`config.mk`:
```
export PLATFORM = sky130hd
export DESIGN_NAME = req_fifo
export DESIGN_NICKNAME = d
export VERILOG_FILES = /design/src/mem_pkg.sv /design/src/req_fifo.sv
export VERILOG_INCLUDE_DIRS = /design/src
export SDC_FILE = /design/constraint.sdc
export NUM_CORES = 1
export LEC_CHECK = 0
export BUFFER_PORTS_ARGS = -buffer_cell sky130_fd_sc_hd__buf_2
export CORE_ASPECT_RATIO = 0.7
export CORE_MARGIN = 1.5
export CORE_UTILIZATION = 51
export DETAILED_ROUTE_END_ITERATION = 7
export GPL_TIMING_DRIVEN = 1
export HOLD_SLACK_MARGIN = 0.08
export PLACE_DENSITY = 0.79
export SLEW_MARGIN = 20
export SYNTH_ARGS = -nofsm -noshare
export SYNTH_HDL_FRONTEND = slang
export SYNTH_SLANG_ARGS = --single-unit
```
`constraint.sdc`:
```
create_clock -name clk -period 2.7 [get_ports clk]
set_input_delay 0.54 -clock clk [delete_from_list [all_inputs] [get_ports clk]]
set_output_delay 0.54 -clock clk [all_outputs]
set_load 0.005 [all_outputs]
```
`src/mem_macros.svh`:
```
`ifndef MEM_MACROS_SVH
`define MEM_MACROS_SVH

// bus and datapath widths
`define MEM_AW              32
`define MEM_DW              32

// instruction cache geometry, 256 lines of 4 words gives 4 kB
`define MEM_LINE_WORDS      4
`define MEM_LINES           256

// request credits per client, also the queue depth
`define MEM_CREDITS         2

// fetches below this byte address bypass the cache (lowest 8 kB)
`define MEM_UNCACHED_TOP    32'h0000_2000

// bus cycle-type codes
`define MEM_CTI_CLASSIC     3'b000
`define MEM_CTI_INCR        3'b010
`define MEM_CTI_END         3'b111

`endif

```
`src/mem_pkg.sv`:
```
`default_nettype none
`include "mem_macros.svh"

package mem_pkg;

	// --------------------------------------------------
	// client request and response channels
	// --------------------------------------------------
	typedef struct packed {
		logic [`MEM_AW-1:0] adr;	// byte address of the instruction word
	} fetch_req_t;

	typedef struct packed {
		logic [`MEM_DW-1:0] insn;
	} fetch_rsp_t;

	typedef struct packed {
		logic [`MEM_AW-1:0] adr;
		logic               we;
		logic               byte_sz;	// 1 = byte access, 0 = word
		logic [`MEM_DW-1:0] wdat;
	} data_req_t;

	typedef struct packed {
		logic [`MEM_DW-1:0] rdat;	// zero for writes
	} data_rsp_t;

	// --------------------------------------------------
	// client to arbiter
	// --------------------------------------------------
	typedef struct packed {
		logic [`MEM_AW-1:0] adr;
		logic               we;
		logic [3:0]         sel;	// byte lanes
		logic [`MEM_DW-1:0] dat;
		logic [2:0]         cti;
	} bus_req_t;

	typedef struct packed {
		logic               ack;
		logic [`MEM_DW-1:0] dat;
	} bus_rsp_t;

endpackage

`default_nettype wire

```
`src/req_fifo.sv`:
```
`timescale 1ns/1ps
`default_nettype none
`include "mem_macros.svh"

module req_fifo #(
	parameter type payload_t = mem_pkg::fetch_req_t
) (
	input  wire           clk,
	input  wire           rst_i,
	input  wire           push_i,
	input  wire payload_t push_data_i,
	input  wire           pop_i,
	output logic          valid_o,
	output payload_t      data_o,
	output logic          credit_o
);
	// depth equals the credit count, so a push never finds the queue full
	logic [$clog2(`MEM_CREDITS)-1:0]   wr_ptr;
	logic [$clog2(`MEM_CREDITS)-1:0]   rd_ptr;
	logic [$clog2(`MEM_CREDITS+1)-1:0] count;
	payload_t                          slots [`MEM_CREDITS];

	wire do_pop = pop_i && valid_o;

	assign valid_o  = count != '0;
	assign data_o   = slots[rd_ptr];
	assign credit_o = do_pop;	// one credit back per request leaving

	always_ff @(posedge clk) begin
		if (rst_i) begin
			wr_ptr <= '0;
			rd_ptr <= '0;
			count  <= '0;
		end else begin
			if (push_i)
				wr_ptr <= (wr_ptr == $bits(wr_ptr)'(`MEM_CREDITS - 1)) ? '0 : wr_ptr + 1'b1;
			if (do_pop)
				rd_ptr <= (rd_ptr == $bits(rd_ptr)'(`MEM_CREDITS - 1)) ? '0 : rd_ptr + 1'b1;
			if (push_i && !do_pop)
				count <= count + 1'b1;
			else if (!push_i && do_pop)
				count <= count - 1'b1;
		end
	end

	always_ff @(posedge clk) begin
		if (push_i)
			slots[wr_ptr] <= push_data_i;
	end

endmodule

`default_nettype wire

```
# [Word-level counts from Yosys, hierarchy flattened]
# Memories as Yosys holds them, arrays and structs flattened. A register that Yosys moved wholly into a read port is not among the register bits.
# Cells that the tools add are included.
[totals] ff_bits=4 ram_bits=64 input_bits=36 out_inout_bits=34 mem_count=1
[memory_table] memory="slots" words=2 width=32 read_ports=1 rd_clocked_by_memory_dff=1 write_ports=1 line="req_fifo.sv:21" rtl="payload_t slots [`MEM_CREDITS];"
[op_classes] add_sub_neg=4 mux=8 n_reduce_logical=7
[op_table] cell="$mux W1" count=6
[op_table] cell="$mux W2" count=2
[op_table] cell="$reduce_bool A2 Y1" count=2
[op_table] cell="$logic_and A1 B1 Y1" count=3
[op_table] cell="$add A1 B1 Y1 const B" count=2
[op_table] cell="$add A2 B1 Y2 const B" count=1
[op_table] cell="$logic_not A1 Y1" count=2
[op_table] cell="$sub A2 B1 Y2 const B" count=1

# [Longest topological paths before layout]
[logic_depth] depth_word=5 ltp_mapped=5

# [Least setup slack after synthesis]
# OpenSTA, ideal clock, no wires.
[synth_timing] path_kind="in2reg" startpoint="input push_i" endpoint="memory slots[0][0] (netlist name) (enable)" setup_time_ns=0.425 t_arrival_ns=1.988 required_ns=2.275 path_slack_ns=0.288 cell_stages=1 path_buffers=0 cell_sequence="nor2b_1"
[synth_between] elab_chain_len=2
[synth_rtl] item="start, declared" line="req_fifo.sv:10" rtl="input wire push_i,"
[synth_rtl] item="$mux W1" line="req_fifo.sv:47" rtl="if (push_i)"
[synth_rtl] item="$mux W1 (implied by the code)" line="req_fifo.sv:48" rtl="slots[wr_ptr] <= push_data_i;"
[synth_rtl] item="end, declared" line="req_fifo.sv:21"
# No other way between the ends.

==> flow_summary_export.csv <==
group,metric,value,unit
placed_design,routabilityCongestion,0.7336,
floorplanning,ios,70,
cts,clkTransAtPathRegs,0.07,ns
cts,numCtsBuffers,9,
power_and_ir_drop,p_leak,0.001229,uW
synth,yosysTopAreaCellShare,76.38,%
layout,nets,241,
synth,avgSynthCellArea,20.62,um2
run,maxCapViolations,0,
min_path,hp-start,"push_data_i[13]",
global_routing,antenna_found_initial,0,
critical_path,worstRegToRegCells,4,
drt,routedWlPerCell,14.99,um
drt,drt-total-wl,4166,um
layout,fillers,336,
power_and_ir_drop,vdd_ir_drop_max,0.5311,mV
synth,synthTopCellsByArea,"edfxtp_1, mux2_2, dfxtp_1",
synth,synth_warnings,0,
timing,report.final.setup_viol,0,
global_routing,overflow,0,
synth,synth-seq-cells,69,
global_routing,grt_max_degree,22,
drt,vias,1331,
cts,h-tree-depth,3,
timing,fin_crit_sh,72.21,%
power_and_ir_drop,p_per_area,864.7,nW/um2
synth,ys_seq_area_share,80.36,%
synth,synth_area_leader_cell,"edfxtp_1",
drt,via_per_inst,4.788,
critical_path,path_depth,3,
global_routing,track_usage,16.38,%
floorplanning,coreArea,4756,um2
critical_path,max_stage_delay,0.38,ns
floorplanning,fp.dieW,86.95,um
timing,max_slew_margin,60.17,%
timing,rsz0062_at_grt,"no",
cts,clock_latency,0.33,ns
layout,drive_above_1_share,57.42,%
critical_path,start_kind,"flip-flop",
synth,yosysUniqueCellTypes,18,
cts,cts-root-buf,"clkbuf_8",
timing,finClkSkew,0.004059,ns
critical_path,rr_startpoint,"count[0]$_SDFFE_PP0P_",
synth,syn_area,2516,um2
critical_path,crit_path_end_kind,"output port",
timing,fmax,0.5129,GHz
drt,dr.first_iter.drc_count,62,
drt,antenna_left,0,
floorplanning,rows,21,
critical_path,crit_end,"data_o[4]",
layout,diodes,0,
drt,drc,0,
critical_path,r2r-end,"count[1]$_SDFFE_PP0P_",
timing,hold_viol,0,
critical_path,worstPathArrival,1.41,ns
timing,post-route-min-period,1.950,ns
critical_path,worstPathRequired,2.16,ns
layout,syn_to_final_growth,26.31,%
timing,tightest_slew,0.5962,ns
cts,cts-hold-fix-buffers,0,
critical_path,cp.buffers_inverters,2,
min_path,hold_depth,1,
layout,fin_cells,278,
timing,tns,0,ns
placed_design,hpwl,2909,um
cts,cts_tree,"done",
critical_path,ff2ff_setup_slack,1.19,ns
cts,cts_buffer_depth,2,
critical_path,cp_slowest_cell,"mux2_2",
cts,post-cts-setup-buffer-count,0,
layout,postLayoutCoreUtil,66.82,%
critical_path,cp_max_fo,16,
placed_design,place.port_buffers,69,
placed_design,placedCellCount,262,
global_routing,grt_pass1_vias,1287,
critical_path,critical_path_class,"flip-flop to output port",
synth,syn-num-nets,159,
cts,clock_sinks,69,
drt,dr.pass1.iters,4,
outcome,outcome,"completed",
critical_path,path_cells,"buf_4, mux2_2, buf_2",
min_path,hp-class,"input pin to flip-flop",
floorplanning,fp.dieArea,5370,um2
critical_path,path_delay_family,"multiplexers",
synth,synthCells,122,
cts,cts_resized,0,
global_routing,grt_pass1_wl,6023,um
floorplanning,initial_utilization,52.91,%
floorplanning,die_h,61.77,um
timing,report.final.slew_viol_count,0,
Yosys cell counts (all sizes together):
master and number:
edfxtp 64, mux2 32, dfxtp 5, nor2 4, buf 3, xor2 3
o21ai 2, a21oi 1, and2 1, clkbuf 1, ha 1, inv 1
nor2b 1, or2 1, or3 1, xnor2 1
area by class of cell:
cell class / instances / area (um2) / share of cell area, %
Multi-Input combinational cell: 48 / 470.5 / 14.80
Timing Repair Buffer: 75 / 390.4 / 12.28
Inverter: 1 / 3.754 / 0.1181
Tap cell: 69 / 86.33 / 2.717
Clock inverter: 6 / 77.57 / 2.441
Clock buffer: 10 / 127.6 / 4.016
Sequential cell: 69 / 2022 / 63.62
routing by layer:
| layer | vias to the layer above | global-route usage [%] | wire [um] |
|---|---|---|---|
| met5 | - | 0 | 0 |
| met4 | 0 | 8.986 | 72 |
| met3 | 10 | 6.605 | 333 |
| met2 | 55 | 27.02 | 1948 |
| met1 | 631 | 18.88 | 1812 |
| li1 | 635 | - | - |
cell families (layout without fill, tap and decap cells):
logic type               Yosys count  in the layout  synth area share, %
multiplexers                      32             32                14.32
AND/OR/NAND/NOR                    8              8                1.592
buffers and inverters              5             92                1.243
flip-flops                        69             69                80.36
AO/OA/AOI/OAI                      3              3               0.5961
adder cells (fa/ha/maj)            1              1               0.4972
XOR/XNOR                           4              4                1.393
stage by stage:
| stage | cell area, um2 | power, uW | hold slack (ns) | setup WS (ns) |
|---|---|---|---|---|
| after global routing | 3178 | 2869 | 0.3800 | 0.6824 |
| after global placement | 2973 | 1903 | 0.4747 | 0.9359 |
| after detailed placement | 2973 | 1924 | 0.5010 | 0.9079 |
| after CTS | 3178 | 2784 | 0.3704 | 0.7088 |
| final | 3178 | 2748 | 0.3974 | 0.7502 |
| after floorplan | 2516 | 1694 | 0.4604 | 0.2875 |
where the power goes:
| group | internal [uW] | leakage, uW | switching, uW |
|---|---|---|---|
| sequential | 1260 | 0.000642 | 37.0 |
| combinational | 327 | 0.000482 | 270 |
| clock | 510 | 0.000105 | 339 |
| total | 2100 | 0.00123 | 646 |
how the worst min path moves through the flow:
stage / end / slack (ns)
floorplan: count[1]$_SDFFE_PP0P_ / 0.46
global placement: count[1]$_SDFFE_PP0P_ / 0.47
detailed placement: rd_ptr$_SDFFE_PP0P_ / 0.50
CTS: slots[0][30]$_DFFE_PP_ / 0.37
global route: slots[1][30]$_DFFE_PP_ / 0.38
finish: slots[0][13]$_DFFE_PP_ / 0.40
worst reg2reg max path, delay by kind of cell, from the launching register on:
family / cells / cell delay [ns]
AOI/OAI and AO/OA: 2 / 0.42
and+or+nand+nor: 1 / 0.36
DFF: 1 / 0.35
adders and majority gates: 1 / 0.33
layout by cell type (no fill, tap or decap), drive strengths merged:
master,synthesis,routed
buf,3,75
edfxtp,64,64
mux2,32,32
clkbuf,1,10
dfxtp,5,5
nor2,4,4
clkinv,0,4
xor2,3,3
bufinv,0,2
o21ai,2,2
inv,1,1
or2,1,1
and2,1,1
nor2b,1,1
xnor2,1,1
or3,1,1
a21oi,1,1
ha,1,1
state kept, by name, summed over array words and instances (netlist names), named ones only:
signal / count
rd_ptr: 1
slots: 64
wr_ptr: 1
count: 2
Power figures use the tool's default switching activity.
