===== config.mk =====
export PLATFORM = sky130hd
export DESIGN_NAME = bus_arbiter
export DESIGN_NICKNAME = d
export VERILOG_FILES = /design/src/mem_pkg.sv /design/src/bus_arbiter.sv
export VERILOG_INCLUDE_DIRS = /design/src
export SDC_FILE = /design/constraint.sdc
export NUM_CORES = 1
export LEC_CHECK = 0
export BUFFER_PORTS_ARGS = -buffer_cell sky130_fd_sc_hd__buf_2
export CAP_MARGIN = 10
export CELL_PAD_IN_SITES_DETAIL_PLACEMENT = 1
export CELL_PAD_IN_SITES_GLOBAL_PLACEMENT = 2
export CORE_UTILIZATION = 10
export CTS_BUF_LIST = sky130_fd_sc_hd__clkbuf_4 sky130_fd_sc_hd__clkbuf_8 sky130_fd_sc_hd__clkbuf_16
export DETAILED_ROUTE_END_ITERATION = 10
export PLACE_DENSITY = 0.88
export SLEW_MARGIN = 20
export SYNTH_ARGS = -nofsm -noshare
export SYNTH_HDL_FRONTEND = slang
export SYNTH_SLANG_ARGS = --single-unit

===== constraint.sdc =====
create_clock -name clk -period 2.11 [get_ports clk]
set_input_delay 0.1055 -clock clk [delete_from_list [all_inputs] [get_ports clk]]
set_output_delay 0.1055 -clock clk [all_outputs]
set_load 0.05 [all_outputs]

===== src/mem_macros.svh =====
`ifndef MEM_MACROS_SVH
`define MEM_MACROS_SVH

// bus and datapath widths
`define MEM_AW              32
`define MEM_DW              32

// instruction cache geometry, 256 lines of 4 words gives 4 kB
`define MEM_LINE_WORDS      4
`define MEM_LINES           256

// request credits per client, also the queue depth
`define MEM_CREDITS         2

// fetches below this byte address bypass the cache (lowest 8 kB)
`define MEM_UNCACHED_TOP    32'h0000_2000

// bus cycle-type codes
`define MEM_CTI_CLASSIC     3'b000
`define MEM_CTI_INCR        3'b010
`define MEM_CTI_END         3'b111

`endif


===== src/mem_pkg.sv =====
`default_nettype none
`include "mem_macros.svh"

package mem_pkg;

	// --------------------------------------------------
	// client request and response channels
	// --------------------------------------------------
	typedef struct packed {
		logic [`MEM_AW-1:0] adr;	// byte address of the instruction word
	} fetch_req_t;

	typedef struct packed {
		logic [`MEM_DW-1:0] insn;
	} fetch_rsp_t;

	typedef struct packed {
		logic [`MEM_AW-1:0] adr;
		logic               we;
		logic               byte_sz;	// 1 = byte access, 0 = word
		logic [`MEM_DW-1:0] wdat;
	} data_req_t;

	typedef struct packed {
		logic [`MEM_DW-1:0] rdat;	// zero for writes
	} data_rsp_t;

	// --------------------------------------------------
	// client to arbiter
	// --------------------------------------------------
	typedef struct packed {
		logic [`MEM_AW-1:0] adr;
		logic               we;
		logic [3:0]         sel;	// byte lanes
		logic [`MEM_DW-1:0] dat;
		logic [2:0]         cti;
	} bus_req_t;

	typedef struct packed {
		logic               ack;
		logic [`MEM_DW-1:0] dat;
	} bus_rsp_t;

endpackage

`default_nettype wire


===== src/bus_arbiter.sv =====
`timescale 1ns/1ps
`default_nettype none
`include "mem_macros.svh"

module bus_arbiter (
	input  wire                    clk,
	input  wire                    rst_i,
	input  wire                    ic_req_i,
	input  wire mem_pkg::bus_req_t ic_bus_i,
	output logic                   ic_grant_o,
	output mem_pkg::bus_rsp_t      ic_rsp_o,
	input  wire                    dp_req_i,
	input  wire mem_pkg::bus_req_t dp_bus_i,
	output logic                   dp_grant_o,
	output mem_pkg::bus_rsp_t      dp_rsp_o,
	output logic                   cyc_o,
	output logic                   stb_o,
	output logic                   we_o,
	output logic [3:0]             sel_o,
	output logic [`MEM_AW-1:0]     adr_o,
	output logic [`MEM_DW-1:0]     dat_o,
	output logic [2:0]             cti_o,
	input  wire                    ack_i,
	input  wire  [`MEM_DW-1:0]     dat_i
);
	import mem_pkg::*;

	typedef enum logic [1:0] {OWN_NONE, OWN_IC, OWN_DP} owner_e;

	owner_e   owner;
	bus_req_t cur;	// request of the current owner

	// a classic cycle ends on its ack, a burst on the ack of its last beat
	wire closing = ack_i && (cur.cti == `MEM_CTI_CLASSIC || cur.cti == `MEM_CTI_END);

	always_ff @(posedge clk) begin
		if (rst_i)
			owner <= OWN_NONE;
		else begin
			case (owner)
			OWN_NONE: begin
				if (dp_req_i)
					owner <= OWN_DP;	// data side first
				else if (ic_req_i)
					owner <= OWN_IC;
			end
			default: if (closing)
				owner <= OWN_NONE;
			endcase
		end
	end

	always_comb begin
		case (owner)
		OWN_IC:  cur = ic_bus_i;
		OWN_DP:  cur = dp_bus_i;
		default: cur = '0;
		endcase
	end

	// --------------------------------------------------
	// bus master outputs
	// --------------------------------------------------
	assign cyc_o = owner != OWN_NONE;
	assign stb_o = cyc_o;
	assign we_o  = cur.we;
	assign sel_o = cur.sel;
	assign adr_o = cur.adr;
	assign dat_o = cur.dat;
	assign cti_o = cur.cti;

	assign ic_grant_o = owner == OWN_IC;
	assign dp_grant_o = owner == OWN_DP;

	always_comb begin	// only the owner sees ack and data
		ic_rsp_o.ack = ack_i && ic_grant_o;
		ic_rsp_o.dat = ic_grant_o ? dat_i : '0;
		dp_rsp_o.ack = ack_i && dp_grant_o;
		dp_rsp_o.dat = dp_grant_o ? dat_i : '0;
	end

endmodule

`default_nettype wire


# Word-level counts from Yosys, hierarchy flattened
# Index checks and enable logic that the tools add are counted.
[word_totals]
ff_bits = 2
input_bits = 181
word_cells = 21
[op_classes]
eq_ne = 4
n_mux = 7
n_reduce_logical = 9
[op_table]
columns = ["cell", "n"]
rows = [
  ["case mux 72 bit (2 select lines)", 1],
  ["two-way mux 32 bit", 2],
  ["two-way mux 2 bit", 4],
  ["nonzero test 2 bit", 2],
  ["== test 3 bit (second input constant)", 1],
  ["logical AND 1 bit", 3],
  ["logical NOT 3 bit", 1],
  ["!= test 3 bit (second input constant)", 1],
  ["== test 2 x 1 -> 1 bit (second input constant)", 1],
  ["== test 2 bit (second input constant)", 1],
  ["logical NOT 2 bit", 1],
  ["AND reduction 2 bit", 1],
  ["logical OR 1 bit", 1],
]

# Logic depth before layout (Yosys ltp)
[depth]
ltp_word = 7
depth_mapped = 7

# Worst setup path before layout
# OpenSTA, ideal clock, no wires.
[synth_timing]
path_kind = "register -> output"
startpoint = "register owner[0]"
endpoint = "output port adr_o[0]"
arrival_ns = 2.390
slack_ns = -0.386
stages_incl_launch_ff = 8
n_path_buf = 3
cell_sequence = "dfxtp_1 inv_1 ha_1 buf_4 buf_2 clkbuf_1 a22oi_1 nor2b_1"
[synth_via]
elab_chain_len = 2
[synth_lines]
columns = ["element", "line", "source"]
rows = [
  ["start, declared", "bus_arbiter.sv:30", "owner_e owner;"],
  ["start signal, assigned", "bus_arbiter.sv:38", "owner <= OWN_NONE;"],
  ["start signal, assigned", "bus_arbiter.sv:43", "owner <= OWN_DP;"],
  ["start signal, assigned", "bus_arbiter.sv:45", "owner <= OWN_IC;"],
  ["== test 2 bit", "-", ""],
  ["named net dp_grant_o", "bus_arbiter.sv:14", "output logic dp_grant_o,"],
  ["case mux 72 bit (2 select lines)", "bus_arbiter.sv:54", "case (owner)"],
  ["end, declared", "bus_arbiter.sv:20", "output logic [`MEM_AW-1:0] adr_o,"],
]
# The timed path passes the listed nets, and every way through them passes these cells.

# Worst setup path in the final report
[layout_timing]
startpoint = "register owner[0]"
endpoint = "output port adr_o[17]"
[layout_via]
elab_chain_len = 2
[layout_lines]
columns = ["element", "line"]
rows = [
  ["== test 2 bit or == test 2 x 1 -> 1 bit (tied branches)", "bus_arbiter.sv:54"],
  ["case mux 72 bit (2 select lines) (*)", "bus_arbiter.sv:54"],
]
# Mark *: on every way between the ends. The rest lies on a longest branch, timed or not.

==> summary.md <==
| Metric | Value |
|---|---|
| Status | finished, final reports clean |
| Final hold slack | 0.0766 ns |
| First-pass GRT wire length | 16500 microns |
| Nets | 756 |
| Vias | 3110 |
| Critical path required time | 2.00 ns |
| Endpoint type of the worst setup path | output pin |
| Setup TNS | 0 ns |
| Synth Flop Type | dfxtp_1 |
| Die width | 133 microns |
| Highest routed layer | met4 |
| Cells after DPL | 785 |
| Final non-filler cell total | 790 |
| Biggest area consumer among synthesized cells | a22oi_1 |
| Tmin final | 1.93 ns |
| CTS tree | done |
| Cell area after layout | 0.00418 sq mm |
| Worst-case clock skew | 0.00112 ns |
| WL/cell | 13.6 microns |
| DP Area | 0.00406 sq mm |
| Worst slew margin | 0.698 |
| Synth top area cells | a22oi_1, nor2b_1, and2_1 |
| Io pins | 323 |
| Final worst path period share | 0.914 |
| Hold Path Depth | 2 |
| Reg clk slew, reported paths | 0.03 ns |
| CTS max path bufs | 2 |
| IO Port Bufs | 322 |
| Inserted Clock Buffers | 3 |
| Vias in the first global route | 3201 |
| # Max-Cap Violations | 0 |
| Crit-path slowest cell | dfxtp_1 |
| WL final | 10700 microns |
| FP Rows | 47 |
| Syn Inst Count | 262 |
| Diodes inserted | 0 |
| Power Density | 392 mW/mm^2 |
| Layout cells sized above 1 | 0.732 |
| Mapped Avg Cell Area | 6.57 sq um |
| Die Ht | 133 microns |
| Final hold vios | 0 |
| Worst r2r src | owner[0] |
| RSZ-0062 raised after global routing | no |
| Largest net degree at the start of global routing | 50 |
| Worst reg2reg path endpoint | owner[1] |
| CTS root buf | clkbuf_16 |
| Yosys cell types | 19 |
| Largest register by flop count | owner |
| Hold Crit Endpoint | owner[0] |
| Vias/cell | 3.94 |
| Critical path launch point | owner[0] |
| Area growth, synth to finish | 143% |
| CTS Sinks | 2 |
| Startpoint types | flip-flop |
| Max-slew violation count | 0 |
| DR iter-0 viols | 77 |
| Syn nets | 446 |
| Fmax | 518 MHz |
| Worst path top cell family by delay | buffers and inverters |
| Measured slew at the worst slew-check pin | 0.453 ns |
| Crit path largest cell delay | 0.37 ns |
| HPWL Detailed | 8850 microns |
| Post-synth top cells | nor2b_1, a22oi_1, and2_1 |
| Pre-Repair DR Iteration Count | 4 |
| Setup CP Type | flip-flop to output pin |
| Peak VDD IR | 0.000182 V |
| Congestion Overflow GR | 0 |
| Met1 Routed Length | 4320 microns |
| Yosys warning count | 0 |
| Arrival time worst endpoint | 1.82 ns |
| Initial antenna violation count | 0 |
| Hold path startpoint | rst_i |
| Worst skew pair latency | 0.22 ns |
| Async SR Flop Fraction | 0 |
| WP buf/inv | 4 |
| Mapped Area | 0.00172 sq mm |
| Sequential share of the synthesized area | 0.0233 |
| Worst Hold Class | input pin to flip-flop |
| Leakage power | 0.00213 uW |
| DRC | 0 |
| R2R cell count | 7 |
| Worst-path maximum fanout | 13 |
| GR Util All Layers | 0.115 |
| Post-synth EDFFs | 0 |
| Crit path cell chain | inv_1 -> ha_4 -> buf_12 -> buf_4 -> a22oi_1 -> nor2b_4 -> buf_2 |
| Met2 routed WL | 5630 microns |
| Largest register FFs | 2 |
| Synthesized flop and latch total | 2 |
| R2R setup slack | 0.33 ns |
| Final setup violating endpoints | 0 |
| Antenna Nets Post-Route | 0 |
| Largest registers | owner (2) |
| DIE AREA | 0.0177 sq mm |
| Resize count post-CTS | 0 |
| Htree depth | 1 |
| Met3 WL | 727 microns |
| Routability congestion estimate from global placement | 0.762 |
| Post-synth top area share | 0.310 |
| Core region area | 0.0167 sq mm |
| Most common cell in the synthesized netlist | nor2b_1 |
| Initial Util | 0.103 |
| Final core occ | 0.250 |
-- report_power, final --
part / leakage [uW] / internal [uW] / switching [uW]
Clock: 0.0000370 / 242 / 52.0
Sequential: 0.0000164 / 41.3 / 3.79
Combinational: 0.00207 / 517 / 783
-- kinds of logic after synthesis --
kind of cell    count (synthesis)  synth area share
simple gates                  142             0.517
compound gates                 77             0.345
buf+inv                        38            0.0931
fa+ha+maj                       3            0.0218
flops                           2            0.0233
-- how the worst max path moves through the flow --
stage	end	slack, ns	cells after the start
2_1_floorplan	adr_o[0]	-0.08	7
3_3_place_gp	owner[1]	0.28	6
3_5_place_dp	owner[1]	0.25	6
4_1_cts	dat_o[23]	0.07	6
5_1_grt	cti_o[0]	0.07	5
6_report	adr_o[17]	0.18	7
-- layer usage --
layer	vias to the layer above	GRT usage
li1	1526	-
met2	157	0.220
met4	0	0.0126
met3	4	0.0194
met5	-	0
met1	1423	0.135
-- placed cells by master (no fill, tap or decap), drive strengths merged --
| cell | count |
|---|---|
| a211oi | 1 |
| o21ai | 1 |
| a22oi | 72 |
| or2 | 1 |
| ha | 3 |
| buf | 338 |
| clkbuf | 3 |
| inv | 5 |
| a221oi | 1 |
| or4 | 1 |
| nand4 | 1 |
| o2111ai | 1 |
| dfxtp | 2 |
| nand2b | 1 |
| and2 | 66 |
| nor2b | 72 |
| a21oi | 1 |
-- area by class of cell --
| class | instances | area, sq um |
|---|---|---|
| inverters | 5 | 18.8 |
| fillers | 2148 | 12500 |
| flip-flops and latches | 2 | 40.0 |
| clock buffers | 3 | 75.1 |
| well taps | 220 | 275 |
| repair buffers | 338 | 1820 |
| multi-input cells | 222 | 1950 |
-- repair_timing --
action                                 in CTS  in global routing
setup endpoints to repair                   0                 14
setup buffers                               0                  2
endpoints found under the hold margin       0                  0
hold buffers                                0                  0
-- stage by stage --
step,setup slack [ns],power (uW)
global route,0.0742,1740
CTS,0.0696,1650
finish,0.181,1640
floorplan,-0.0847,924
global placement,0.279,1330
detailed placement,0.249,1340
No activity file was read; power rests on OpenSTA's default activity.
