<file path="config.mk">
export PLATFORM = sky130hd
export DESIGN_NAME = data_port
export DESIGN_NICKNAME = d
export VERILOG_FILES = /design/src/mem_pkg.sv /design/src/data_port.sv
export VERILOG_INCLUDE_DIRS = /design/src
export SDC_FILE = /design/constraint.sdc
export NUM_CORES = 1
export LEC_CHECK = 0
export BUFFER_PORTS_ARGS = -buffer_cell sky130_fd_sc_hd__clkbuf_2
export CORE_ASPECT_RATIO = 0.8
export CORE_MARGIN = 8
export CORE_UTILIZATION = 41
export CTS_CLUSTER_DIAMETER = 60
export DETAILED_ROUTE_END_ITERATION = 6
export GPL_TIMING_DRIVEN = 0
export PLACE_DENSITY = 0.76
export SLEW_MARGIN = 0
export SYNTH_ARGS = -nofsm -noshare
export SYNTH_HDL_FRONTEND = slang
export SYNTH_SLANG_ARGS = --single-unit
</file>
<file path="constraint.sdc">
create_clock -name clk -period 5.99 [get_ports clk]
set_input_delay 1.4975 -clock clk [delete_from_list [all_inputs] [get_ports clk]]
set_output_delay 1.4975 -clock clk [all_outputs]
set_load 0.01 [all_outputs]
</file>
<file path="src/mem_macros.svh">
`ifndef MEM_MACROS_SVH
`define MEM_MACROS_SVH

// bus and datapath widths
`define MEM_AW              32
`define MEM_DW              32

// instruction cache geometry, 256 lines of 4 words gives 4 kB
`define MEM_LINE_WORDS      4
`define MEM_LINES           256

// request credits per client, also the queue depth
`define MEM_CREDITS         2

// fetches below this byte address bypass the cache (lowest 8 kB)
`define MEM_UNCACHED_TOP    32'h0000_2000

// bus cycle-type codes
`define MEM_CTI_CLASSIC     3'b000
`define MEM_CTI_INCR        3'b010
`define MEM_CTI_END         3'b111

`endif

</file>
<file path="src/mem_pkg.sv">
`default_nettype none
`include "mem_macros.svh"

package mem_pkg;

	// --------------------------------------------------
	// client request and response channels
	// --------------------------------------------------
	typedef struct packed {
		logic [`MEM_AW-1:0] adr;	// byte address of the instruction word
	} fetch_req_t;

	typedef struct packed {
		logic [`MEM_DW-1:0] insn;
	} fetch_rsp_t;

	typedef struct packed {
		logic [`MEM_AW-1:0] adr;
		logic               we;
		logic               byte_sz;	// 1 = byte access, 0 = word
		logic [`MEM_DW-1:0] wdat;
	} data_req_t;

	typedef struct packed {
		logic [`MEM_DW-1:0] rdat;	// zero for writes
	} data_rsp_t;

	// --------------------------------------------------
	// client to arbiter
	// --------------------------------------------------
	typedef struct packed {
		logic [`MEM_AW-1:0] adr;
		logic               we;
		logic [3:0]         sel;	// byte lanes
		logic [`MEM_DW-1:0] dat;
		logic [2:0]         cti;
	} bus_req_t;

	typedef struct packed {
		logic               ack;
		logic [`MEM_DW-1:0] dat;
	} bus_rsp_t;

endpackage

`default_nettype wire

</file>
<file path="src/data_port.sv">
`timescale 1ns/1ps
`default_nettype none
`include "mem_macros.svh"

module data_port (
	input  wire                     clk,
	input  wire                     rst_i,
	input  wire                     req_valid_i,
	input  wire mem_pkg::data_req_t req_i,
	output logic                    pop_o,
	output logic                    rsp_valid_o,
	output mem_pkg::data_rsp_t      rsp_o,
	output logic                    bus_req_o,
	output mem_pkg::bus_req_t       bus_o,
	input  wire                     grant_i,
	input  wire mem_pkg::bus_rsp_t  bus_rsp_i
);
	import mem_pkg::*;

	typedef enum logic [0:0] {S_IDLE, S_BUS} state_e;

	state_e     state;
	data_req_t  cur_req;
	logic [7:0] rd_byte;

	wire [1:0] lane     = cur_req.adr[1:0];
	wire       beat_ack = grant_i && bus_rsp_i.ack;

	assign pop_o     = state == S_IDLE && req_valid_i;
	assign bus_req_o = state == S_BUS;

	always_ff @(posedge clk) begin
		if (rst_i) begin
			state       <= S_IDLE;
			rsp_valid_o <= 1'b0;
		end else begin
			rsp_valid_o <= 1'b0;
			case (state)
			S_IDLE: if (req_valid_i)
				state <= S_BUS;
			S_BUS: if (beat_ack) begin
				state       <= S_IDLE;
				rsp_valid_o <= 1'b1;
			end
			default: state <= S_IDLE;
			endcase
		end
	end

	always_ff @(posedge clk) begin
		if (pop_o)
			cur_req <= req_i;
		if (state == S_BUS && beat_ack) begin
			if (cur_req.we)
				rsp_o.rdat <= '0;
			else if (cur_req.byte_sz)
				rsp_o.rdat <= {{(`MEM_DW-8){1'b0}}, rd_byte};	// zero-extend
			else
				rsp_o.rdat <= bus_rsp_i.dat;
		end
	end

	// lane pick for byte reads
	always_comb begin
		case (lane)
		2'd0:    rd_byte = bus_rsp_i.dat[7:0];
		2'd1:    rd_byte = bus_rsp_i.dat[15:8];
		2'd2:    rd_byte = bus_rsp_i.dat[23:16];
		default: rd_byte = bus_rsp_i.dat[31:24];
		endcase
	end

	always_comb begin
		bus_o.adr = {cur_req.adr[`MEM_AW-1:2], 2'b00};
		bus_o.we  = cur_req.we;
		bus_o.cti = `MEM_CTI_CLASSIC;
		if (cur_req.byte_sz) begin
			bus_o.sel = 4'b0001 << lane;
			bus_o.dat = {(`MEM_DW/8){cur_req.wdat[7:0]}};	// byte on every lane
		end else begin
			bus_o.sel = 4'hf;
			bus_o.dat = cur_req.wdat;
		end
	end

endmodule

`default_nettype wire

</file>
=== After elaboration in Yosys (flattened, before gate mapping) ===
Index checks and enable logic that the tools add are counted.

* Register bits after elaboration: 100
* Bits of input ports: 103
* Logic and storage cells: 25

* Eq/ne operators: 2
* Shifts and indexed selects: 1
* Muxes and demuxes: 7
* Bitwise logic cells: 1
* Reductions and logical operators: 6

{| class="wikitable"
|+ Operator list
! cell !! count
|-
| 2-to-1 mux 36 bit || 1
|-
| case mux 8 bit (3 select lines) || 1
|-
| 2-to-1 mux 8 bit || 1
|-
| OR reduction 2 bit || 2
|-
| << shifter 1 x 2 -> 4 bit, first input constant || 1
|-
| logical AND 1 bit || 3
|-
| 2-to-1 mux 1 bit || 3
|-
| equality test 2 x 1 -> 1 bit, second input constant || 1
|-
| equality test 2 bit, second input constant || 1
|-
| logical NOT 2 bit || 1
|-
| case mux 1 bit (2 select lines) || 1
|-
| inverter 1 bit || 1
|}

=== Depth between registers and ports, before layout ===
Gate-level depths: netlist (run 1).

* Depth after elaboration: 3
* Gate-level depth with buffers: 4
* Mapped depth without buffers: 3

=== Worst setup path after synthesis (run 1) ===
Ideal clock, no wire load.

* Path kind: input to output
* From: in req_valid_i
* To: out pop_o
* Arrival time: 4.523 ns
* Data required time: 4.493 ns
* Setup slack: -0.030 ns
* Stages: 1
* Buffers on the path: 0
* Path through: nor2b_1

* Longest elaborated chain between the ends: 1

{| class="wikitable"
|+ Ends and longest elaborated chain
! element !! line !! text
|-
| from (decl) || data_port.sv:8 || <nowiki>input wire req_valid_i,</nowiki>
|-
| logical AND 1 bit || data_port.sv:29 || <nowiki>assign pop_o = state == S_IDLE && req_valid_i;</nowiki>
|-
| to (decl) || data_port.sv:10 || <nowiki>output logic pop_o,</nowiki>
|}

Every way passes these cells.

=== Worst setup path in the final report (run 1) ===
Same ends and word-level chain as after synthesis.

==> run_results.csv, run 1 <==
group,metric,value,unit
outcome,status,"finished, final reports clean",
worst_hold_path,hold_path.startpoint,"bus_req_o",
setup_path,reg2reg_depth,4,
layout,antenna_cells,0,
route,route.vias.total,2998,
floorplan,io_pins,210,
timing,setup_viol,0,
pwr,peakVddDrop,223,µV
layout,final_cells,663,
synthesis,synth_top_area_share,70.2,%
global_route,grt_usage,16.2,%
floorplan,core_area,10100,µm²
synthesis,ys_ff_latch,100,
timing,fin_crit_sh,71.9,%
clock_tree,cts_root_buf,"clkbuf_16",
global_route,grt_pass1_wl,16600,µm
clock_tree,cts_buffer_depth,2,
synthesis,synth_area,4190,µm²
timing,fmax,0.232,GHz
setup_path,worstSetupStartpointType,"input port",
layout,design_area,5740,µm²
pwr,pwr_density_cell,280,nW/µm²
synthesis,synth.avg_cell_area,14.1,µm²
timing,hold_slack,0.551,ns
synthesis,ys_warn_count,0,
layout,fin_nets,621,
global_route,overflow,0,
route,first_iter_violations,156,
floorplan,die-height,106,µm
clock_tree,numCtsBuffers,9,
setup_path,required,4.49,ns
global_route,antenna_found_initial,0,
global_route,grt_start_max_net_pins,39,
worst_hold_path,holdPathStages,2,
route,route.antenna.remaining_nets,0,
timing,rsz0062_at_grt,"no",
timing,slew_viol_final,0,
synthesis,yosysUniqueCellTypes,21,
setup_path,crit_fanout,38,
clock_tree,post_cts_resize_count,0,
clock_tree,cts_sinks,100,
floorplan,die_area,13700,µm²
setup_path,rr_endpoint,"rsp_o[31]",
timing,slew_headroom,42.8,%
layout,syn2layout_area_growth,36.8,%
place,dp_cells,647,
pwr,power,1610,µW
clock_tree,cts_tree,"yes",
floorplan,fp-row-count,33,
setup_path,worst_setup_path_end_kind,"primary output",
synthesis,yosys-top-cells-area,"edfxtp_1 (70%), buf_4 (8.1%), o21ai_0 (4.3%)",
place,hpwlAfterDp,8760,µm
floorplan,die-width,129,µm
setup_path,crit_type,"in -> out",
clock_tree,h-tree-depth,3,
route,detail_route.vias_per_cell,4.52,
global_route,grtUsageMet1,15.3,%
timing,skew,0.00431,ns
timing,finalHoldViolCount,0,
place,portBuffers,204,
flow_run,cap_violations,0,
synthesis,ys_seq_area_share,71.1,%
floorplan,initial_core_util,41.5,%
place,post_dp_cell_area,5430,µm²
synthesis,synth_top_cell_by_area,"edfxtp_1",
global_route,grt_pass1_vias,3148,
route,routedWlPerCell,17.0,µm
layout,drive_gt1_share,52.6,%
timing,tns,0,ns
setup_path,worstReg2RegStart,"bus_o[39]",
setup_path,arrival,2.81,ns
clock_tree,path_clk_slew,0.07,ns
global_route,grt_util_met3,11.2,%
clock_tree,postCtsSetupRepairBufs,0,
worst_hold_path,hold_end,"bus_req_o",
timing,min_period,4.30,ns
clock_tree,clock_latency,0.34,ns
global_route,grt.busiest_layer,"met2",
synthesis,synthCells,298,
route,drcViolationCount,0,
pwr,leakagePower,0.00263,µW
worst_hold_path,min_path_type,"reg -> reg",
timing,worst_slew_pin_slew,0.856,ns
clock_tree,holdBufCountCts,0,
setup_path,reg2reg_slack,4.14,ns
place,gp_congestion,0.783,
route,wirelength,11300,µm
route,dr.pass1.iters,4,
layout,fillers,835,
global_route,use_met2,27.5,%
==> cells in the final DEF, fill, tap and decap left out <==
cell type / instances
o21ai_0: 36
inv_1: 25
clkbuf_2: 205
inv_6: 4
buf_6: 1
inv_8: 1
nor3_1: 1
nor2b_1: 17
nand2_1: 8
nand3b_2: 1
clkinv_1: 1
bufinv_16: 1
buf_12: 1
edfxtp_1: 98
dfxtp_1: 2
a221o_1: 8
mux2i_1: 8
clkbuf_1: 5
clkbuf_16: 9
nor2b_4: 1
nor2_1: 10
buf_4: 45
buf_2: 3
and2_1: 24
conb_1: 5
nor4b_4: 1
clkinv_4: 1
and3_2: 1
==> Yosys cell counts <==
cell type  instances
nor4b_4            1
edfxtp_1          98
conb_1             1
clkbuf_1           5
mux2i_1            8
inv_6              1
clkbuf_2           1
o21ai_0           36
nor2b_1           18
nor2_1            10
nand2_1            8
nor3_1             1
buf_4             45
buf_2              3
and3_1             1
and2_1            24
a221o_1            8
inv_1             25
nand3b_2           1
dfxtp_1            2
buf_6              1
==> cell families (layout without fill, tap and decap cells) <==
group | after synthesis | after routing | synth area share (%)
buf+inv | 81 | 302 | 11.7
other cells | 1 | 5 | 0.0894
simple gates | 64 | 64 | 8.98
compound gates | 44 | 44 | 6.21
flops | 100 | 100 | 71.1
mux | 8 | 8 | 1.91
==> worst max-delay path by stage <==
stage	slack, ns	startpoint	end	depth (start not counted)
after floorplan	1.20	req_valid_i	pop_o	1
after detailed placement	1.68	req_valid_i	pop_o	4
after global placement	0.16	req_valid_i	pop_o	3
after CTS	1.66	req_valid_i	pop_o	4
final	1.69	req_valid_i	pop_o	4
after global routing	1.60	req_valid_i	pop_o	4
==> final cells by class <==
type,count,area (µm²),area share (%)
sequential,100,2980,52.0
timing repair buffer,205,1040,18.1
multi-input combinational,121,744,13.0
buffer,55,388,6.76
clock buffer,9,225,3.92
tap,140,175,3.05
inverter,26,103,1.79
clock inverter,7,80.1,1.40
==> routing by layer <==
layer	wire, µm	vias to the layer above
met3	1910	11
li1	-	1429
met2	5360	177
met4	125	0
met5	0	-
met1	3880	1381
==> worst max-delay path, cell delays in order <==
cell,delay [ns]
clkbuf_2,0.09
nor2b_4,0.70
buf_12,0.31
clkbuf_2,0.18
==> sequential cells by signal, summed over array words and instances (netlist names) <==
| name | cells |
|---|---|
| bus_o | 31 |
| cur_req | 35 |
| rsp_valid_o | 1 |
| rsp_o | 32 |
| bus_req_o | 1 |
==> power breakdown <==
group	total (µW)	leakage, µW	internal (µW)	switching (µW)
registers	820	0.000931	809	10.7
logic	192	0.00154	89.9	102
clock network	594	0.000150	331	263
total	1610	0.00263	1230	376
==> metrics by stage <==
stage               setup WS [ns]  utilization, %
floorplan                    1.20               -
global placement            0.159            53.5
detailed placement           1.68            53.7
CTS                          1.66            56.7
global route                 1.60            56.7
finish                       1.69            56.7
Power figures use the tool's default switching activity.
==> run 2, diff against run 1 <==
==> constraint.sdc (replaced) <==
create_clock -name clk -period 3.59 [get_ports clk]
set_input_delay 0.8975 -clock clk [delete_from_list [all_inputs] [get_ports clk]]
set_output_delay 0.8975 -clock clk [all_outputs]
set_load 0.01 [all_outputs]
==> run 2 against run 1 <==
- combinational power increased by 67%
- flip-flop and latch count stayed put
- non-clock buffer count unchanged
- clock power is 53% higher
- global-route usage is 0.16 points lower
- worst setup slack worse by 0.98 ns
- clock-buffer cell count is the same
- hold slack better by 0.0050 ns
- largest power group unchanged
==> run_results.csv, run 2 (synthesized netlist as in run 1, its figures left out) <==
group,metric,value,unit
pwr,pwr_density_cell,454,nW/µm²
layout,top_register,"cur_req",
setup_path,crit_fanout,31,
clock_tree,postCtsSetupRepairBufs,0,
pwr,peakVddDrop,425,µV
floorplan,fp-row-count,33,
clock_tree,cts_sinks,100,
setup_path,crit_chain,"clkbuf_2, nor2b_4, clkbuf_2",
global_route,grt_pass1_vias,3164,
route,drcViolationCount,0,
setup_path,cpMaxStageDelayCell,"nor2b_4",
global_route,grt_usage,16.0,%
timing,finalHoldViolCount,0,
route,route.met3.wl,1650,µm
layout,antenna_cells,0,
layout,final_cell_mix,"clkbuf_2 (205), edfxtp_1 (98), buf_4 (45), o21ai_0 (36), inv_1 (25)",
floorplan,die-height,106,µm
timing,setup_slack,0.709,ns
setup_path,worstSetupStartpointType,"input port",
global_route,antenna_found_initial,0,
timing,slew_viol_final,0,
layout,fillers,844,
setup_path,worst_setup_path_end_kind,"primary output",
layout,final_common_cell,"clkbuf_2",
clock_tree,cts_buffer_depth,2,
route,wl_met1,4110,µm
route,routedWlPerCell,16.9,µm
floorplan,die-width,129,µm
route,dr.max_layer_used,"met4",
clock_tree,cts_tree,"yes",
setup_path,cpPeakStageDelay,0.72,ns
place,hpwlAfterDp,8800,µm
layout,drive_gt1_share,52.6,%
floorplan,io_pins,210,
global_route,grt_start_max_net_pins,38,
route,wirelength,11200,µm
setup_path,arrival,1.98,ns
route,first_iter_violations,128,
layout,fin_nets,621,
place,post-place-ws,0.687,ns
timing,slew_headroom,41.4,%
route,detail_route.vias_per_cell,4.52,
clock_tree,numCtsBuffers,9,
place,portBuffers,204,
clock_tree,path_clk_slew,0.07,ns
timing,fin_crit_sh,80.2,%
route,dr.pass1.iters,4,
timing,worst_slew_pin_slew,0.877,ns
route,wl_met2,5310,µm
flow_run,cap_violations,0,
route,route.vias.total,2999,
timing,skew,0.00395,ns
clock_tree,holdBufCountCts,0,
floorplan,core_area,10100,µm²
timing,rsz0062_at_grt,"no",
route,route.antenna.remaining_nets,0,
clock_tree,cts_root_buf,"clkbuf_16",
setup_path,required,2.69,ns
timing,min_period,2.88,ns
layout,syn2layout_area_growth,36.4,%
clock_tree,post_cts_resize_count,0,
place,gp_congestion,0.805,
clock_tree,clock_latency,0.34,ns
floorplan,die_area,13700,µm²
setup_path,crit_type,"in -> out",
global_route,grt_pass1_wl,16600,µm
timing,fmax,0.347,GHz
setup_path,path_common_cell,"clkbuf_2",
clock_tree,h-tree-depth,3,
pwr,leakagePower,0.00261,µW
global_route,overflow,0,
timing,setup_viol,0,
floorplan,initial_core_util,41.5,%
worst_hold_path,min_path_type,"reg -> reg",
timing,tns,0,ns
layout,largest_register_ffs,35,
outcome,status,"finished, final reports clean",
-- run 2: cell count changes in the layout (fill, tap and decap cells not counted), sizes merged --
cell,before,now
inv,30,28
clkinvlp,0,1
clkinv,2,4
bufinv,1,0
-- run 2: critical path, delay by kind of cell --
family	cells	cell delay, ns
and+or+nand+nor	1	0.72
buffers and inverters	2	0.36
-- run 2: stage by stage --
step | utilization [%] | instances | instance area [µm²] | power [µW] | hold slack [ns]
floorplan | - | 302 | 4220 | 1550 | 0.545
detailed placement | 53.7 | 647 | 5430 | 1720 | 0.555
global placement | 53.5 | 646 | 5410 | 1710 | 0.516
global route | 56.5 | 663 | 5720 | 2690 | 0.600
finish | 56.5 | 663 | 5720 | 2600 | 0.556
CTS | 56.5 | 663 | 5720 | 2630 | 0.567
-- run 2: final timing paths --
| check | from | to | slack, ns | cells past startpoint |
|---|---|---|---|---|
| setup / recovery | req_valid_i | pop_o | 0.71 | 3 |
| hold / removal | bus_req_o | bus_req_o | 0.56 | 2 |
| setup reg to reg | bus_o[39] | rsp_o[28] | 1.84 | 4 |
| hold reg to reg | bus_req_o | bus_req_o | 0.56 | 2 |
-- run 2: cell type report --
class | count | area, µm² | area share [%]
multi-input cells | 121 | 744 | 13.0
inverters | 26 | 103 | 1.79
repair buffers | 205 | 1040 | 18.2
clock buffers | 9 | 225 | 3.94
clock inverters | 7 | 60.1 | 1.05
plain buffers | 55 | 388 | 6.78
well taps | 140 | 175 | 3.06
flip-flops and latches | 100 | 2980 | 52.2
-- run 2: report_power, final --
part	leakage (µW)	switching [µW]	internal, µW
sequential	0.000931	17.7	1350
combinational	0.00154	171	150
clock	0.000137	429	481
-- run 2: metal layers --
| metal | vias up | track usage, % |
|---|---|---|
| met5 | - | 0 |
| met4 | 0 | 4.69 |
| met3 | 16 | 9.80 |
| met2 | 179 | 27.1 |
| met1 | 1372 | 16.2 |
| li1 | 1432 | - |
==> run 3, diff against run 2 <==
--- a/config.mk
+++ b/config.mk
@@ -9,11 +9,11 @@
 export BUFFER_PORTS_ARGS = -buffer_cell sky130_fd_sc_hd__clkbuf_2
 export CORE_ASPECT_RATIO = 0.8
 export CORE_MARGIN = 8
-export CORE_UTILIZATION = 41
+export CORE_UTILIZATION = 46
 export CTS_CLUSTER_DIAMETER = 60
 export DETAILED_ROUTE_END_ITERATION = 6
 export GPL_TIMING_DRIVEN = 0
-export PLACE_DENSITY = 0.76
+export PLACE_DENSITY = 0.8
 export SLEW_MARGIN = 0
 export SYNTH_ARGS = -nofsm -noshare
 export SYNTH_HDL_FRONTEND = slang
==> constraint.sdc (replaced) <==
create_clock -name clk -period 2.8 [get_ports clk]
set_input_delay 0.7 -clock clk [delete_from_list [all_inputs] [get_ports clk]]
set_output_delay 0.7 -clock clk [all_outputs]
set_load 0.01 [all_outputs]
==> run 3 against run 2 <==
- total power rose by 30%
- final cell count fell by 3.8%
- utilization rose by 7.1 points
- clock skew rose by 0.0024 ns
- global-route usage rose by 1.6 points
- critical path type is now reg -> out
==> run_results.csv, run 3 (synthesized netlist as in run 1, its figures left out) <==
group,metric,value,unit
route,detail_route.vias_per_cell,4.74,
clock_tree,cts_sinks,100,
clock_tree,cts_buffer_depth,2,
timing,setup_viol,0,
global_route,grt_usage,17.6,%
setup_path,crit_cells,4,
layout,top_register,"cur_req",
setup_path,crit_chain,"buf_2, clkbuf_1, o21ai_0, clkbuf_2",
clock_tree,clock_latency,0.33,ns
timing,worst_slew_pin_slew,0.917,ns
global_route,grt_start_max_net_pins,38,
worst_hold_path,min_path_type,"in -> reg",
pwr,pwr_density_cell,591,nW/µm²
worst_hold_path,holdPathStages,2,
floorplan,io_pins,210,
layout,fin_nets,621,
setup_path,cpPeakStageDelay,0.49,ns
timing,slew_viol_final,0,
layout,antenna_cells,0,
pwr,p_comb_share,12.2,%
route,route.antenna.remaining_nets,0,
clock_tree,cts_tree,"yes",
outcome,status,"finished, final reports clean",
setup_path,crit_family,"buffers and inverters",
place,post-place-ws,0.273,ns
setup_path,worstSetupStartpointType,"flip-flop",
clock_tree,h-tree-depth,3,
setup_path,arrival,1.84,ns
global_route,grt_pass1_wl,16800,µm
route,drcViolationCount,0,
pwr,intPower,2550,µW
global_route,grt_pass1_vias,3277,
pwr,pwr-share-clk,35.8,%
global_route,grt_util_met3,10.1,%
floorplan,fp-row-count,31,
global_route,antenna_found_initial,0,
layout,drive_gt1_share,52.8,%
timing,skew,0.00640,ns
place,post_dp_cell_area,5400,µm²
pwr,leakagePower,0.00262,µW
clock_tree,numCtsBuffers,9,
pwr,pwr-share-seq,52.0,%
setup_path,reg2reg_depth,2,
layout,fillers,685,
layout,largest_register_ffs,35,
place,portBuffers,204,
floorplan,initial_core_util,46.8,%
setup_path,worst_setup_path_end_kind,"primary output",
timing,fmax,0.393,GHz
layout,final_cell_mix,"clkbuf_2 (205), edfxtp_1 (98), buf_4 (45), o21ai_0 (36), inv_1 (25)",
setup_path,crit_fanout,10,
global_route,grt.busiest_layer,"met2",
clock_tree,cts_root_buf,"clkbuf_16",
layout,design_area,5700,µm²
route,wirelength,11200,µm
clock_tree,path_clk_slew,0.07,ns
layout,final_common_cell,"clkbuf_2",
pwr,switching_power,818,µW
setup_path,crit_type,"reg -> out",
global_route,grtUsageMet1,18.5,%
clock_tree,postCtsSetupRepairBufs,0,
global_route,use_met2,29.9,%
timing,setup_slack,0.255,ns
clock_tree,holdBufCountCts,0,
floorplan,die-height,101,µm
flow_run,cap_violations,0,
pwr,peakVddDrop,330,µV
clock_tree,post_cts_resize_count,0,
route,routedWlPerCell,17.5,µm
layout,syn2layout_area_growth,35.9,%
timing,rsz0062_at_grt,"no",
setup_path,crit_buf_inv,3,
setup_path,reg2reg_slack,1.05,ns
floorplan,die_area,12400,µm²
global_route,overflow,0,
timing,slew_headroom,38.8,%
route,route.vias.total,3027,
route,first_iter_violations,333,
timing,fin_crit_sh,90.9,%
floorplan,die-width,123,µm
place,gp_congestion,0.800,
setup_path,required,2.10,ns
place,hpwlAfterDp,8720,µm
route,dr.pass1.iters,4,
floorplan,core_area,8960,µm²
pwr,swShare,24.3,%
setup_path,cpMaxStageDelayCell,"clkbuf_1",
timing,finalHoldViolCount,0,
timing,min_period,2.54,ns
-- run 3: cell count changes in the layout (fill, tap and decap cells not counted), sizes merged --
cell / change
clkinv: -1
inv: +2
clkinvlp: -1
-- run 3: layer usage --
metal,vias up,wire [µm]
met3,10,1810
li1,1429,-
met5,-,0
met1,1411,3980
met4,0,76
met2,177,5320
-- run 3: power by group through the flow --
stage	Clock, µW	Combinational [µW]	Sequential, µW
2_1_floorplan	0	200	1790
3_3_place_gp	0	399	1790
3_5_place_dp	0	413	1790
4_1_cts	1240	415	1750
5_1_grt	1290	450	1760
6_report	1210	410	1750
-- run 3: worst register-to-register path: cells and delay by family (launching register included) --
family	cells	cell delay, ns
flops	1	0.37
simple gates	1	0.74
buf+inv	1	0.32
-- run 3: path summary, 6_finish.rpt --
check	start	end
worst max-delay path	cur_req[32]	bus_o[36]
worst min register to register	bus_req_o	bus_req_o
worst max register to register	bus_req_o	cur_req[2]
worst min-delay path	rst_i	rsp_valid_o
-- run 3: final cells by class --
| cell class | instances | area, µm² | share of cell area, % |
|---|---|---|---|
| Sequential cell | 100 | 2980 | 52.3 |
| Timing Repair Buffer | 205 | 1040 | 18.3 |
| Multi-Input combinational cell | 121 | 744 | 13.1 |
| Buffer | 55 | 388 | 6.81 |
| Clock buffer | 9 | 225 | 3.95 |
| Tap cell | 115 | 144 | 2.53 |
| Inverter | 26 | 103 | 1.80 |
| Clock inverter | 7 | 70.1 | 1.23 |
-- run 3: through the flow --
stage | std cells | hold slack (ns) | total power [µW] | setup TNS [ns] | utilization, %
after global routing | 638 | 0.521 | 3500 | 0 | 63.6
after global placement | 621 | 0.521 | 2190 | -0.413 | 60.1
after CTS | 638 | 0.522 | 3410 | 0 | 63.6
after floorplan | 302 | 0.545 | 1990 | 0 | -
after detailed placement | 622 | 0.533 | 2200 | 0 | 60.3
final | 638 | 0.535 | 3370 | 0 | 63.6
